[src/source/nes_bus_pkg.sv]
//*********************************************************************
// Shared widths, address map and bus structs for the NES bus fabric
// NTSC address map only, PRG addresses reach memory untranslated
//*********************************************************************
package nes_bus_pkg;

	typedef logic [15:0] cpu_addr_t;  // 6502 address space
	typedef logic [7:0]  byte_t;
	typedef logic [21:0] mem_addr_t;  // External memory, 4 MB
	typedef logic [13:0] chr_addr_t;  // PPU VRAM space

	// One CPU bus cycle, also the bus after the DMA override
	typedef struct packed {
		cpu_addr_t addr;
		byte_t     wdata;
		logic      rnw;     // 1 = read
	} cpu_bus_t;

	typedef struct packed {
		chr_addr_t addr;
		byte_t     wdata;
		logic      read;
		logic      write;
	} chr_req_t;

	// Request to the external memory, one latch per reader
	typedef struct packed {
		mem_addr_t addr;
		byte_t     wdata;
		logic      read_cpu;  // Loads the CPU latch
		logic      read_ppu;  // Loads the PPU latch
		logic      write;
	} mem_req_t;

	typedef struct packed {
		logic [2:0] index;  // $2000-$2007 mirror index
		byte_t      wdata;
		logic       read;
		logic       write;
	} ppu_reg_t;

	localparam cpu_addr_t OAM_DMA_ADDR    = 16'h4014;
	localparam cpu_addr_t OAM_DATA_ADDR   = 16'h2004;
	localparam cpu_addr_t APU_STATUS_ADDR = 16'h4015;
	localparam cpu_addr_t JOY1_ADDR       = 16'h4016;
	localparam cpu_addr_t JOY2_ADDR       = 16'h4017;
	localparam cpu_addr_t PPU_BASE        = 16'h2000;
	localparam cpu_addr_t PPU_END         = 16'h4000;  // Exclusive
	localparam cpu_addr_t APU_BASE        = 16'h4000;
	localparam cpu_addr_t APU_END         = 16'h4018;  // Exclusive
	localparam cpu_addr_t OPEN_BUS_END    = 16'h4100;  // Exclusive

endpackage

[src/source/clock_divider.sv]
//*********************************************************************
// Master clock divider, CPU_DIV and PPU_DIV must both be at least 2
// Strobes are one clock wide, first ones land a full period after reset
//*********************************************************************
`timescale 1ns/100ps

module clock_divider #(
	parameter int CPU_DIV = 12,  // Master clocks per CPU cycle
	parameter int PPU_DIV = 4    // Master clocks per PPU cycle
) (
	input  logic clk,
	input  logic reset,
	output logic cpu_ce,
	output logic ppu_ce,
	output logic m2,
	output logic odd_cycle
);

	localparam int CPU_W = $clog2(CPU_DIV);
	localparam int PPU_W = $clog2(PPU_DIV);
	localparam logic [CPU_W-1:0] CPU_LAST = CPU_W'(CPU_DIV - 1);
	localparam logic [CPU_W-1:0] M2_START = CPU_W'(CPU_DIV / 2 - 1);  // 7 of 12 clocks by default
	localparam logic [PPU_W-1:0] PPU_LAST = PPU_W'(PPU_DIV - 1);

	logic [CPU_W-1:0] cpu_cnt;
	logic [PPU_W-1:0] ppu_cnt;

	always_ff @(posedge clk) begin
		if (reset) begin
			cpu_cnt   <= '0;
			ppu_cnt   <= '0;
			odd_cycle <= 1'b0;
		end else begin
			cpu_cnt <= cpu_ce ? '0 : cpu_cnt + 1'b1;  // Wraps on the strobe
			ppu_cnt <= ppu_ce ? '0 : ppu_cnt + 1'b1;
			if (cpu_ce)
				odd_cycle <= ~odd_cycle;  // Even/odd for DMA alignment
		end
	end

	assign cpu_ce = (cpu_cnt == CPU_LAST);
	assign ppu_ce = (ppu_cnt == PPU_LAST);
	assign m2     = (cpu_cnt >= M2_START);  // Runs to the end of the CPU cycle

endmodule

[src/source/dma_controller.sv]
//*********************************************************************
// Sprite OAM DMA and DMC sample DMA, stepped once per CPU cycle
// The paused CPU must hold a read cycle or the sprite DMA never aligns
// Sprite reads land on even cycles, $2004 writes on odd cycles
//*********************************************************************
`timescale 1ns/100ps

module dma_controller (
	input  logic                  clk,
	input  logic                  reset,
	input  logic                  cpu_ce,
	input  logic                  odd_cycle,
	input  nes_bus_pkg::cpu_bus_t cpu_bus,        // Raw CPU cycle, before the override
	input  logic                  dmc_request,
	input  nes_bus_pkg::cpu_addr_t dmc_addr,
	input  nes_bus_pkg::byte_t    data_from_ram,
	output logic                  dma_enable,
	output nes_bus_pkg::cpu_bus_t dma_bus,
	output logic                  dmc_ack,
	output logic                  pause_cpu
);
	import nes_bus_pkg::*;

	// Bit 0 holds the CPU, bit 1 owns the bus
	localparam logic [1:0] SPR_IDLE  = 2'b00;
	localparam logic [1:0] SPR_ALIGN = 2'b01;
	localparam logic [1:0] SPR_RUN   = 2'b11;

	logic       dmc_state;  // DMC fetch pending or in progress
	logic [1:0] spr_state;
	cpu_addr_t  spr_addr;   // Source page and byte index
	byte_t      spr_data;   // Byte on its way to $2004
	logic [8:0] next_low;   // Carry out ends the transfer
	logic       sprite_trigger;

	assign sprite_trigger = (cpu_bus.addr == OAM_DMA_ADDR) && !cpu_bus.rnw &&
		(spr_state == SPR_IDLE);
	assign next_low = {1'b0, spr_addr[7:0]} + 9'd1;

	always_ff @(posedge clk) begin
		if (reset) begin
			dmc_state <= 1'b0;
			spr_state <= SPR_IDLE;
			spr_addr  <= '0;
		end else if (cpu_ce) begin
			// DMC grabs an even cycle, only while the CPU reads
			if (!dmc_state)
				dmc_state <= dmc_request && cpu_bus.rnw && !odd_cycle;
			else if (!odd_cycle)
				dmc_state <= 1'b0;  // Fetch done this cycle

			if (sprite_trigger) begin
				spr_addr  <= {cpu_bus.wdata, 8'h00};
				spr_state <= SPR_ALIGN;
			end else if (spr_state == SPR_ALIGN) begin
				if (cpu_bus.rnw && odd_cycle)
					spr_state <= SPR_RUN;  // Next cycle is an even read
			end else if (spr_state == SPR_RUN) begin
				if (!odd_cycle) begin
					if (dmc_ack)
						spr_state <= SPR_ALIGN;  // Stolen read, redo it after realigning
				end else begin
					spr_addr[7:0] <= next_low[7:0];
					if (next_low[8])
						spr_state <= SPR_IDLE;  // 256th write done
				end
			end
		end
	end

	// Byte fetched on the even cycle
	always_ff @(posedge clk) begin
		if (cpu_ce && spr_state[1] && !odd_cycle)
			spr_data <= data_from_ram;
	end

	assign dmc_ack    = dmc_state && !odd_cycle;
	assign dma_enable = dmc_ack || spr_state[1];
	assign pause_cpu  = spr_state[0] || dmc_request;

	always_comb begin
		if (dmc_ack)
			dma_bus.addr = dmc_addr;
		else if (odd_cycle)
			dma_bus.addr = OAM_DATA_ADDR;
		else
			dma_bus.addr = spr_addr;
		dma_bus.wdata = spr_data;
		dma_bus.rnw   = !odd_cycle;  // Read even, write odd
	end

endmodule

[src/source/bus_decoder.sv]
//*********************************************************************
// CPU address decode, register strobes and read data mux
// All strobes are qualified by m2, PRG accesses go out untranslated
// $4018-$40FF and unmapped APU registers read back the open bus value
//*********************************************************************
`timescale 1ns/100ps

module bus_decoder (
	input  logic                  clk,
	input  logic                  reset,
	input  logic                  m2,
	input  nes_bus_pkg::cpu_bus_t bus,
	input  nes_bus_pkg::byte_t    ppu_rdata,
	input  nes_bus_pkg::byte_t    apu_status,
	input  nes_bus_pkg::byte_t    mem_rdata_cpu,
	input  logic [3:0]            joypad_data,  // Pads 0-1 plus power pad
	input  logic                  mic,
	output nes_bus_pkg::ppu_reg_t ppu_reg,
	output logic                  joypad_strobe,
	output logic [1:0]            joypad_clock,
	output logic                  prg_read,
	output logic                  prg_write,
	output nes_bus_pkg::byte_t    cpu_rdata
);
	import nes_bus_pkg::*;

	logic  ppu_cs;
	logic  apu_cs;
	logic  open_cs;
	logic  prg_cs;
	logic  joy1_cs;
	logic  joy2_cs;
	logic  rd;
	logic  wr;
	byte_t open_bus;  // Last value seen on the data bus

	assign ppu_cs  = (bus.addr >= PPU_BASE) && (bus.addr < PPU_END);
	assign apu_cs  = (bus.addr >= APU_BASE) && (bus.addr < APU_END);
	assign open_cs = (bus.addr >= APU_END) && (bus.addr < OPEN_BUS_END);
	assign prg_cs  = !ppu_cs && !apu_cs && !open_cs;  // RAM and cartridge
	assign joy1_cs = (bus.addr == JOY1_ADDR);
	assign joy2_cs = (bus.addr == JOY2_ADDR);

	assign rd = bus.rnw && m2;
	assign wr = !bus.rnw && m2;

	assign ppu_reg.index = bus.addr[2:0];
	assign ppu_reg.wdata = bus.wdata;
	assign ppu_reg.read  = ppu_cs && rd;
	assign ppu_reg.write = ppu_cs && wr;

	assign joypad_strobe = joy1_cs && wr && bus.wdata[0];  // Latch pads while high
	assign joypad_clock  = {joy2_cs && rd, joy1_cs && rd};

	assign prg_read  = prg_cs && rd;
	assign prg_write = prg_cs && wr;

	// Data bus capacitance, held one clock
	always_ff @(posedge clk) begin
		open_bus <= cpu_rdata;
	end

	always_comb begin
		if (reset)
			cpu_rdata = '0;
		else if (joy1_cs)
			cpu_rdata = {open_bus[7:5], 2'b00, mic, 1'b0, joypad_data[0]};
		else if (joy2_cs)
			cpu_rdata = {open_bus[7:5], joypad_data[3:2], 2'b00, joypad_data[1]};
		else if (apu_cs)
			cpu_rdata = (bus.addr == APU_STATUS_ADDR) ? apu_status : open_bus;  // Write-only regs
		else if (open_cs)
			cpu_rdata = open_bus;
		else if (ppu_cs)
			cpu_rdata = ppu_rdata;
		else
			cpu_rdata = mem_rdata_cpu;  // CPU latch of the memory
	end

endmodule

[src/source/memory_multiplex.sv]
//*********************************************************************
// One external memory shared by CHR and PRG, CHR always wins the clock
// A blocked PRG access is replayed on the next PPU cycle without CHR
// PRG is served within two PPU cycles unless CHR holds two in a row
//*********************************************************************
`timescale 1ns/100ps

module memory_multiplex (
	input  logic                  clk,
	input  logic                  reset,
	input  logic                  ppu_ce,
	input  logic                  prg_read,
	input  logic                  prg_write,
	input  nes_bus_pkg::cpu_bus_t bus,
	input  nes_bus_pkg::chr_req_t chr_req,
	output nes_bus_pkg::mem_req_t mem_req
);
	import nes_bus_pkg::*;

	logic chr_busy;
	logic saved_read;   // PRG read that lost to CHR
	logic saved_write;  // PRG write that lost to CHR

	assign chr_busy = chr_req.read || chr_req.write;

	always_ff @(posedge clk) begin
		if (reset) begin
			saved_read  <= 1'b0;
			saved_write <= 1'b0;
		end else if (ppu_ce) begin
			if (chr_busy) begin
				saved_read  <= prg_read || saved_read;  // Keep until a free slot
				saved_write <= prg_write || saved_write;
			end else begin
				saved_read  <= 1'b0;  // Replayed during this PPU cycle
				saved_write <= 1'b0;
			end
		end
	end

	always_comb begin
		mem_req.addr     = chr_busy ? mem_addr_t'(chr_req.addr) : mem_addr_t'(bus.addr);
		mem_req.wdata    = chr_req.write ? chr_req.wdata : bus.wdata;
		mem_req.read_ppu = chr_req.read;
		mem_req.read_cpu = !chr_busy && (prg_read || saved_read);
		mem_req.write    = chr_busy ? chr_req.write : (prg_write || saved_write);
	end

endmodule

[src/source/nes_bus_top.sv]
//*********************************************************************
// NES bus and DMA fabric, CPU, PPU, APU and mapper sit outside
// The CPU must change its bus only after cpu_ce and hold it while paused
//*********************************************************************
`timescale 1ns/100ps

module nes_bus_top #(
	parameter int CPU_DIV = 12,  // 16 for PAL-like division
	parameter int PPU_DIV = 4    // 5 for PAL-like division
) (
	input  logic                   clk,
	input  logic                   reset,
	input  nes_bus_pkg::cpu_bus_t  cpu_bus,
	input  logic                   dmc_request,
	input  nes_bus_pkg::cpu_addr_t dmc_addr,
	input  nes_bus_pkg::chr_req_t  chr_req,
	input  nes_bus_pkg::byte_t     mem_rdata_cpu,
	input  nes_bus_pkg::byte_t     ppu_rdata,
	input  nes_bus_pkg::byte_t     apu_status,
	input  logic [3:0]             joypad_data,
	input  logic                   mic,
	output logic                   cpu_ce,
	output logic                   ppu_ce,
	output logic                   pause_cpu,
	output logic                   dmc_ack,
	output nes_bus_pkg::byte_t     cpu_rdata,
	output nes_bus_pkg::mem_req_t  mem_req,
	output nes_bus_pkg::ppu_reg_t  ppu_reg,
	output logic                   joypad_strobe,
	output logic [1:0]             joypad_clock
);
	import nes_bus_pkg::*;

	logic     m2;
	logic     odd_cycle;
	logic     dma_enable;
	cpu_bus_t dma_bus;
	cpu_bus_t bus;        // Bus after the DMA override
	logic     prg_read;
	logic     prg_write;

	clock_divider #(
		.CPU_DIV(CPU_DIV),
		.PPU_DIV(PPU_DIV)
	) divider (
		.clk      (clk),
		.reset    (reset),
		.cpu_ce   (cpu_ce),
		.ppu_ce   (ppu_ce),
		.m2       (m2),
		.odd_cycle(odd_cycle)
	);

	dma_controller dma (
		.clk          (clk),
		.reset        (reset),
		.cpu_ce       (cpu_ce),
		.odd_cycle    (odd_cycle),
		.cpu_bus      (cpu_bus),
		.dmc_request  (dmc_request),
		.dmc_addr     (dmc_addr),
		.data_from_ram(cpu_rdata),   // Whatever the bus returned
		.dma_enable   (dma_enable),
		.dma_bus      (dma_bus),
		.dmc_ack      (dmc_ack),
		.pause_cpu    (pause_cpu)
	);

	assign bus = dma_enable ? dma_bus : cpu_bus;  // DMA owns the bus when enabled

	bus_decoder decoder (
		.clk          (clk),
		.reset        (reset),
		.m2           (m2),
		.bus          (bus),
		.ppu_rdata    (ppu_rdata),
		.apu_status   (apu_status),
		.mem_rdata_cpu(mem_rdata_cpu),
		.joypad_data  (joypad_data),
		.mic          (mic),
		.ppu_reg      (ppu_reg),
		.joypad_strobe(joypad_strobe),
		.joypad_clock (joypad_clock),
		.prg_read     (prg_read),
		.prg_write    (prg_write),
		.cpu_rdata    (cpu_rdata)
	);

	memory_multiplex mem_mux (
		.clk      (clk),
		.reset    (reset),
		.ppu_ce   (ppu_ce),
		.prg_read (prg_read),
		.prg_write(prg_write),
		.bus      (bus),
		.chr_req  (chr_req),
		.mem_req  (mem_req)
	);

endmodule

[config.mk]
export PLATFORM = sky130hd
export DESIGN_NAME = nes_bus_top
export DESIGN_NICKNAME = d
export VERILOG_FILES = /design/src/source/nes_bus_pkg.sv /design/src/source/clock_divider.sv /design/src/source/dma_controller.sv /design/src/source/bus_decoder.sv /design/src/source/memory_multiplex.sv /design/src/source/nes_bus_top.sv
export SDC_FILE = /design/constraint.sdc
export NUM_CORES = 1
export LEC_CHECK = 0
export BUFFER_PORTS_ARGS = -buffer_cell sky130_fd_sc_hd__buf_2
export CAP_MARGIN = 20
export CORE_MARGIN = 1
export CORE_UTILIZATION = 31
export DETAILED_ROUTE_END_ITERATION = 8
export GPL_TIMING_DRIVEN = 0
export HOLD_SLACK_MARGIN = 0.05
export PLACE_DENSITY = 0.69
export SLEW_MARGIN = 40
export SYNTH_ARGS = -nofsm -noshare
export SYNTH_HDL_FRONTEND = slang
export SYNTH_SLANG_ARGS = --single-unit
export TNS_END_PERCENT = 1
[constraint.sdc]
create_clock -name clk -period 3.7 [get_ports clk]
set_clock_uncertainty 0.05 [all_clocks]
set_input_delay 1.11 -clock clk [delete_from_list [all_inputs] [get_ports clk]]
set_output_delay 1.11 -clock clk [all_outputs]
set_load 0.005 [all_outputs]
After elaboration in Yosys (flattened, before gate mapping)
Cells that the tools add are included.

$mul: 0. Bitwise operators: 1. Shift-type cells: 0. Multiplexer cells: 28. Add/sub/neg operators: 3. Magnitude comparators: 7. Div/mod/pow operators: 0. Eq/ne operators: 11. Reductions and logical operators: 46.

Operators with widths (count): $mux 8 (12); $eq 16x15->1 const B (4); $lt 16x15->1 const B (3); $mux 16 (3); $ge 16x15->1 const B (2); $mux 25 (1); $logic_and 1x1->1 (24); $ge 16x14->1 const B (1); $mux 2 (7); $add 8x1->9 const B (1); $logic_not 1->1 (7); $logic_or 1x1->1 (5); $mux 1 (5); $reduce_and 5->1 (1); $add 4x1->4 const B (1); $eq 2x2->1 const B (2); $eq 4x4->1 const B (1); $ge 4x3->1 const B (1); $ne 4x1->1 const B (1); $reduce_and 4->1 (1); $reduce_bool 2->1 (2); $reduce_bool 4->1 (1); $reduce_or 2->1 (2); $ne 3x2->1 const B (1); 7 further kinds (7).

Register bits after elaboration: 44. Output and inout bits: 61. Bits in writable memories: 0. Latch bits: 0. Word-level logic and storage cells: 107. Input port bits: 97. Bits in read-only memories: 0. Memories kept: 0.

Logic depth before layout (Yosys ltp)
Gate-level depths: netlist of run 1.

Word-level depth: 12. Depth in mapped cells: 12. Depth with buffers taken out: 9.

Cells and area by module
Synthesis of run 1 repeated with hierarchy kept, for this count alone.

Cell total of the unflattened synthesis: 346. Area, all modules: 3540.9 um^2.

Modules (own cells, without submodules): dma_controller (instances 1, seq. area each 620.6 um^2, area an instance 1500.2 um^2, cells an instance 148); bus_decoder (instances 1, seq. area each 160.2 um^2, area an instance 825.8 um^2, cells an instance 96); memory_multiplex (instances 1, seq. area each 40.0 um^2, area an instance 473.0 um^2, cells an instance 44); nes_bus_top (instances 1, seq. area each 0.0 um^2, area an instance 407.9 um^2, cells an instance 28); clock_divider (instances 1, seq. area each 140.1 um^2, area an instance 334.1 um^2, cells an instance 30).

Least setup slack after synthesis of run 1
OpenSTA, ideal clock, no wires.

Kind: input to output. From: in cpu_bus[12] in the netlist's numbering. To: out cpu_rdata[1]. Path slack: -75 ps. Buffers on the path: 0. Cell stages on the path: 5. Required time: 2540 ps. Data arrival time: 2615 ps. Path through: a221o_1 -> or3_4 -> nor3_4 -> mux2_1 -> o211a_1.

Longest elaborated chain between the ends: 9. Elaborated cells on any way between the ends: 20. Those cells by class: order compare: 6; eq/ne: 3; mux: 8; reduce/logical: 3.

Ends and longest elaborated chain: start: declaration (RTL line nes_bus_top.sv:13) `input nes_bus_pkg::cpu_bus_t cpu_bus,`; $mux 25 * (RTL line nes_bus_top.sv:69) `assign bus = dma_enable ? dma_bus : cpu_bus;`; $ge 16x14->1 or $lt 16x15->1 (tied branches) (RTL line bus_decoder.sv:37) `assign ppu_cs = (bus.addr >= PPU_BASE) && (bus.addr < PPU_END);`; $logic_and 1x1->1 (RTL line bus_decoder.sv:37); $mux 8 (RTL line bus_decoder.sv:74) `else if (ppu_cs)`; $mux 8 (RTL line bus_decoder.sv:72) `else if (open_cs)`; $mux 8 (RTL line bus_decoder.sv:70) `else if (apu_cs)`; $mux 8 (RTL line bus_decoder.sv:68) `else if (joy2_cs)`; $mux 8 * (RTL line bus_decoder.sv:66) `else if (joy1_cs)`; $mux 8 * (RTL line bus_decoder.sv:64) `if (reset)`; end: declaration (RTL line nes_bus_top.sv:26) `output nes_bus_pkg::byte_t cpu_rdata,`.

Mark *: on every way between the ends. The rest lies on a longest branch, timed or not.

Worst setup path after layout of run 1
From: in cpu_bus[12] in the netlist's numbering. To: out cpu_rdata[2].

The elaborated chain is that of the path after synthesis.

==> results of run 1 <==
-- cells in the mapped netlist, drive strengths merged (4+ instances only) --
library cell	n	share of area, %
mux2i	18	5.9
and3	4	0.82
a21oi	7	1.2
nor3	12	2.4
nor3b	6	1.5
a22oi	12	3.0
clkbuf	9	1.1
nor2	32	4.5
inv	12	1.5
nor2b	4	0.82
nand2	56	6.9
xor2	5	1.4
a2bb2oi	12	3.5
edfxtp	8	7.9
ha	5	2.1
o21ai	20	3.3
nor4	4	0.82
a221oi	4	2.1
mux2	10	3.7
a211oi	6	1.6
a31oi	6	1.2
nand4	5	1.0
nand2b	5	1.3
dfxtp	36	24
buf	19	4.0
nand3	9	1.5
-- registers in the layout (all words and copies together), names as in the netlist --
register	cells
divider.cpu_cnt	4
dma.spr_data	8
dma.dmc_state	1
divider.ppu_cnt	2
dma.spr_state	2
mem_mux.saved_read	1
mem_mux.saved_write	1
divider.odd_cycle	1
dma.spr_addr	16
decoder.open_bus	8
-- worst min path at each step --
stage,startpoint,end,slack (ps),cells past startpoint
global route,divider.ppu_cnt[0],divider.ppu_cnt[0],390,1
floorplan,divider.ppu_cnt[0],divider.ppu_cnt[0],350,1
finish,divider.ppu_cnt[0],divider.ppu_cnt[0],380,1
global placement,divider.ppu_cnt[0],divider.ppu_cnt[0],360,1
detailed placement,divider.ppu_cnt[0],divider.ppu_cnt[0],370,1
CTS,divider.ppu_cnt[0],divider.ppu_cnt[0],380,1
-- layout by cell type (no fill, tap or decap), drive strengths merged, types with 3 or more instances in the layout --
cell type	instances
a211oi	6
a21oi	7
a221oi	4
a22oi	12
a2bb2oi	12
a31oi	6
and3	4
and4	3
buf	174
clkbuf	15
conb	6
dfxtp	36
edfxtp	8
ha	5
inv	13
mux2	10
mux2i	18
nand2	56
nand2b	5
nand3	9
nand4	5
nor2	32
nor2b	4
nor3	12
nor3b	6
nor4	4
o21ai	20
or2	3
or3	3
xnor2	3
xor2	5
-- timing repair --
item / CTS / global route
hold endpoints to repair: 0 / 0
resized for setup: 37 / 15
setup endpoints to repair: 15 / 14
pin swaps: 7 / 5
buffers inserted: 3 / 3
-- final cells by class --
class | count | share of cell area, %
buffer | 28 | 4.08
inverter | 13 | 1.23
sequential | 44 | 21.9
tap | 129 | 3.68
timing repair buffer | 156 | 18.6
multi-input combinational | 286 | 47.9
clock buffer | 5 | 1.57
clock inverter | 3 | 1.06
-- cell families after synthesis --
kind of cell | count (synthesis)
AO/OA/AOI/OAI | 86
XOR/XNOR | 8
adder cells (fa/ha/maj) | 5
buffers and inverters | 41
flip-flops | 44
other | 1
multiplexers | 28
AND/OR/NAND/NOR | 153
-- metal layers --
| metal | vias to the layer above | global-route usage (%) |
|---|---|---|
| met4 | 0 | 4.24 |
| met1 | 1631 | 28.0 |
| met5 | - | 0 |
| met2 | 201 | 36.2 |
| met3 | 24 | 5.48 |
| li1 | 1666 | - |
-- critical path, stage by stage --
cell      delay (ps)
buf_6            100
a221o_1          360
buf_4            150
or4_4            460
nor2_4           180
a31oi_2          140
a221oi_4         290
buf_2            160
-- report_power, final --
group	internal [mW]	leakage [nW]	switching [mW]
clock	0.204	0.0548	0.182
sequential	0.498	0.367	0.00559
combinational	0.120	1.55	0.129
-- stage by stage --
stage                     setup TNS (ps)  hold WS (ps)  total power, mW  area [um2]  utilization [%]
after floorplan                    -39.3           348            0.620        3060                -
after global placement             -6580           356            0.739        3970             42.3
after detailed placement           -6750           366            0.743        3970             42.4
after CTS                          -3620           381             1.13        4290             45.8
after global routing               -5570           393             1.19        4390             46.8
final                              -4100           378             1.14        4390             46.8
==> impl_metrics.ini, run 1 <==
[route]
wl_met1_um = 4780
wire_per_inst_um = 17.1
drt-initial-drc-count = 331
routed-wl-met2_um = 5310
drtPass1Iterations = 5
avgViaCountPerCell = 5.30
vias = 3522
ant_nets = 0
highest_layer = met4
drc = 0
routed-wl-met3_um = 1060
postRouteWirelength_um = 11400

[cts]
root_buffer = clkbuf_8
ctsLongestPathBuffers = 2
clkSlewWorstSetupHoldPaths_ps = 90
clk-insertion-delay-late_ps = 300
numClockSinks = 44
cts_tree = yes
numCtsBuffers = 5
cts_hold_buffers = 0
h-tree-depth = 2

[placed_design]
numPortBuffers = 150
gp_congestion = 0.926
place_hpwl_um = 9050
place_ws_ps = -644
dp.cells = 650

[final_layout]
final_nets = 636
syn_to_final_growth_pct = 44.6
fin_cells = 664
diodes = 0
multi_input_area_um2 = 2100
fillCellCount = 957
regArea_um2 = 962
drive_gt1_share_pct = 45.4

[timing]
setup_viol = 13
worst_slew_margin_rel_pct = 50.5
setup_ws_ps = -421
period_share_pct = 111
hold_viol = 0
fmax_mhz = 243
min_period_ps = 4120
rsz0062_at_grt = yes
drv_slew = 0
tightest_slew_ps = 740

[critical_path]
ff2ff_setup_slack_ps = 870
crit_fanout = 6
reg2reg_from = dma.dmc_state
crit_path_start = cpu_bus[12]
cp.required_ps = 2540
crit_path_end_kind = primary output
r2r_end = dma.spr_data[2]
critical_path_class = in -> out
endpoint = cpu_rdata[2]
r2r_cells = 12
cp_data_arrival_time_ps = 2960
critPathLaunchType = input port

[synthesis]
syn_inst = 366
avgSynthCellArea_um2 = 8.29
synthXorXnorAreaFrac_pct = 2.31
yosysWarnings = 0
syn_area_um2 = 3030
async_reset_ff_share_pct = 0
ys.flop_type = dfxtp_1
synth_compound_area_share_pct = 21.4
yosys.area_share.simple_pct = 25.9
muxShareOfSynthArea_pct = 9.65
yosysSeqAreaShare_pct = 31.7
synth_fa_ha_area_share_pct = 2.06
synth_top_family_by_area = simple AND/OR/NAND/NOR gates
synth-edff-count = 8
synth_cell_type_count = 65
ys_ff_latch = 44

[run_status]
status = finished, violations left
violations = setup timing

[floorplanning]
std_cell_rows = 35
core_um2 = 9370
die_x_um = 101
start_util_pct = 32.4
die_h_um = 101
die_area_um2 = 10200
io_pins = 158

[global_route]
grt_pass1_wl_um = 16600
grt_usage_pct = 21.6
grt_max_degree = 16
grt_pass1_vias = 3175
antenna_found_initial = 0
gr-total-overflow = 0

[power_and_ir_drop]
ir_worst_vdd_mv = 0.207
p_per_area_nw_per_um2 = 259
power_leakage_nw = 1.97

[min_path]
hp-class = reg -> reg

[flow_run]
cap_violations = 0
(Power assumes the default switching activity.)
==> run 2: changes to the inputs <==
--- a/config.mk
+++ b/config.mk
@@ -9,10 +9,11 @@
 export CAP_MARGIN = 20
 export CORE_MARGIN = 1
 export CORE_UTILIZATION = 31
+export CTS_BUF_LIST = sky130_fd_sc_hd__clkbuf_16
 export DETAILED_ROUTE_END_ITERATION = 8
 export GPL_TIMING_DRIVEN = 0
 export HOLD_SLACK_MARGIN = 0.05
-export PLACE_DENSITY = 0.69
+export PLACE_DENSITY = 0.61
 export SLEW_MARGIN = 40
 export SYNTH_ARGS = -nofsm -noshare
 export SYNTH_HDL_FRONTEND = slang
==> run 2 against run 1 <==
Against the previous run:
- the run still ends with setup timing left
- cell count is 0.30% higher
- die area stayed put
- sequential cell count stayed put
- utilization is 0.71 points higher
- via count hardly changed
- largest power group is now the clock network
==> impl_metrics.ini, run 2 (synthesized netlist as in run 1, its figures left out) <==
[run_status]
status = finished, violations left
violations = setup timing

[power_and_ir_drop]
p_per_area_nw_per_um2 = 284
total_power_mw = 1.26
power_leakage_nw = 2.01
ir_worst_vdd_mv = 0.212

[global_route]
busiest_layer = met2
grt_pass1_wl_um = 17800
grt_util_met1_pct = 30.0
grt_usage_pct = 23.1
grt_max_degree = 15
grt_pass1_vias = 3406
antenna_found_initial = 1
grtUsageMet2_pct = 37.7
gr-usage-met3_pct = 5.27
gr-total-overflow = 0

[placed_design]
numPortBuffers = 150
place_ws_ps = -662
dp.cells = 650
gp_congestion = 0.920
place_hpwl_um = 9290
dpl_cell_area_um2 = 3970

[floorplanning]
die_x_um = 101
io_pins = 158
start_util_pct = 32.4
core_um2 = 9370
die_area_um2 = 10200
std_cell_rows = 35
die_h_um = 101

[route]
avgViaCountPerCell = 5.29
drc = 0
drtPass1Iterations = 4
ant_nets = 0
drt-initial-drc-count = 230
vias = 3524
postRouteWirelength_um = 11700
wire_per_inst_um = 17.6

[critical_path]
crit_path_end_kind = primary output
cp.required_ps = 2540
critical_path_class = in -> out
r2r_end = dma.spr_data[1]
r2r_cells = 10
ff2ff_setup_slack_ps = 930
reg2reg_from = dma.dmc_state
crit_fanout = 4
cp_data_arrival_time_ps = 2940
critPathLaunchType = input port

[cts]
root_buffer = clkbuf_16
numCtsBuffers = 5
numClockSinks = 44
cts_hold_buffers = 0
clk-insertion-delay-late_ps = 290
cts_tree = yes
ctsLongestPathBuffers = 2
clkSlewWorstSetupHoldPaths_ps = 70
h-tree-depth = 2

[final_layout]
fillCellCount = 970
top_register = dma.spr_addr
fin_area_um2 = 4450
syn_to_final_growth_pct = 46.8
drive_gt1_share_pct = 45.5
final_cell_mix = buf_2, nand2_1, dfxtp_1
largest_reg_flops = 16
reg.largest.list = dma.spr_addr: 16 flops, decoder.open_bus: 8 flops, dma.spr_data: 8 flops
final_common_cell = buf_2
final_nets = 637
fin_cells = 666

[flow_run]
cap_violations = 0

[timing]
period_share_pct = 111
tightest_slew_ps = 681
setup-tns-final_ps = -3680
setup_viol = 13
fmax_mhz = 244
hold_viol = 0
setup_ws_ps = -400
rsz0062_at_grt = yes
worst_slew_margin_rel_pct = 54.6
drv_slew = 0
min_period_ps = 4100

[min_path]
min_path_cells = 1
min_to = divider.ppu_cnt[0]
hp-start = divider.ppu_cnt[0]
hp-class = reg -> reg
==> run 2: cell count changes in the layout (fill, tap and decap cells not counted), moves of 2 or more <==
cell / before / now
a22oi_2: 8 / 6
a22oi_1: 4 / 6
clkbuf_16: 0 / 5
clkbuf_8: 5 / 0
==> run 2: what timing repair did <==
item / 4_1_cts / 5_1_grt
setup buffers: 2 / 5
gates resized for setup: 41 / 13
pin swaps: 8 / 3
endpoints found under the hold margin: 0 / 0
endpoints found under the setup margin: 15 / 14
==> run 2: critical path, cell delays in order <==
cell,delay [ps]
buf_6,100
a221o_1,370
or3_4,370
nor3_4,290
mux2_4,330
o211a_4,250
buf_6,120
==> run 2: report_power, final <==
group          switching, mW  internal [mW]
Clock                  0.194          0.317
Sequential           0.00551          0.499
Combinational          0.128          0.121
==> run 2: through the flow <==
stage	util, %	hold slack, ps
finish	47.5	377
global route	47.5	390
CTS	46.3	379
detailed placement	42.4	369
global placement	42.3	356
floorplan	-	348
==> run 2: how the worst max path moves through the flow <==
stage,from,endpoint,slack (ps),depth (start not counted)
finish,cpu_bus[12],cpu_rdata[1],-400,7
global route,dmc_addr[7],cpu_rdata[7],-500,9
CTS,dmc_addr[3],cpu_rdata[1],-420,7
detailed placement,dmc_addr[9],cpu_rdata[5],-660,8
global placement,dmc_addr[9],cpu_rdata[5],-630,8
floorplan,dmc_addr[3],cpu_rdata[1],-40,5
==> run 2: area by class of cell <==
cell class	instances	area [um2]	area share (%)
multi-input combinational	286	2100	47.1
sequential	44	962	21.6
timing repair buffer	157	822	18.5
buffer	28	185	4.16
tap	129	161	3.62
clock buffer	5	125	2.81
inverter	13	53.8	1.21
clock inverter	3	42.5	0.955
antenna	1	2.50	0.0562
==> run 2: per-layer routing <==
metal,wire (um),vias to the layer above
li1,-,1667
met1,4940,1641
met5,0,-
met3,1120,21
met2,5420,195
met4,215,0
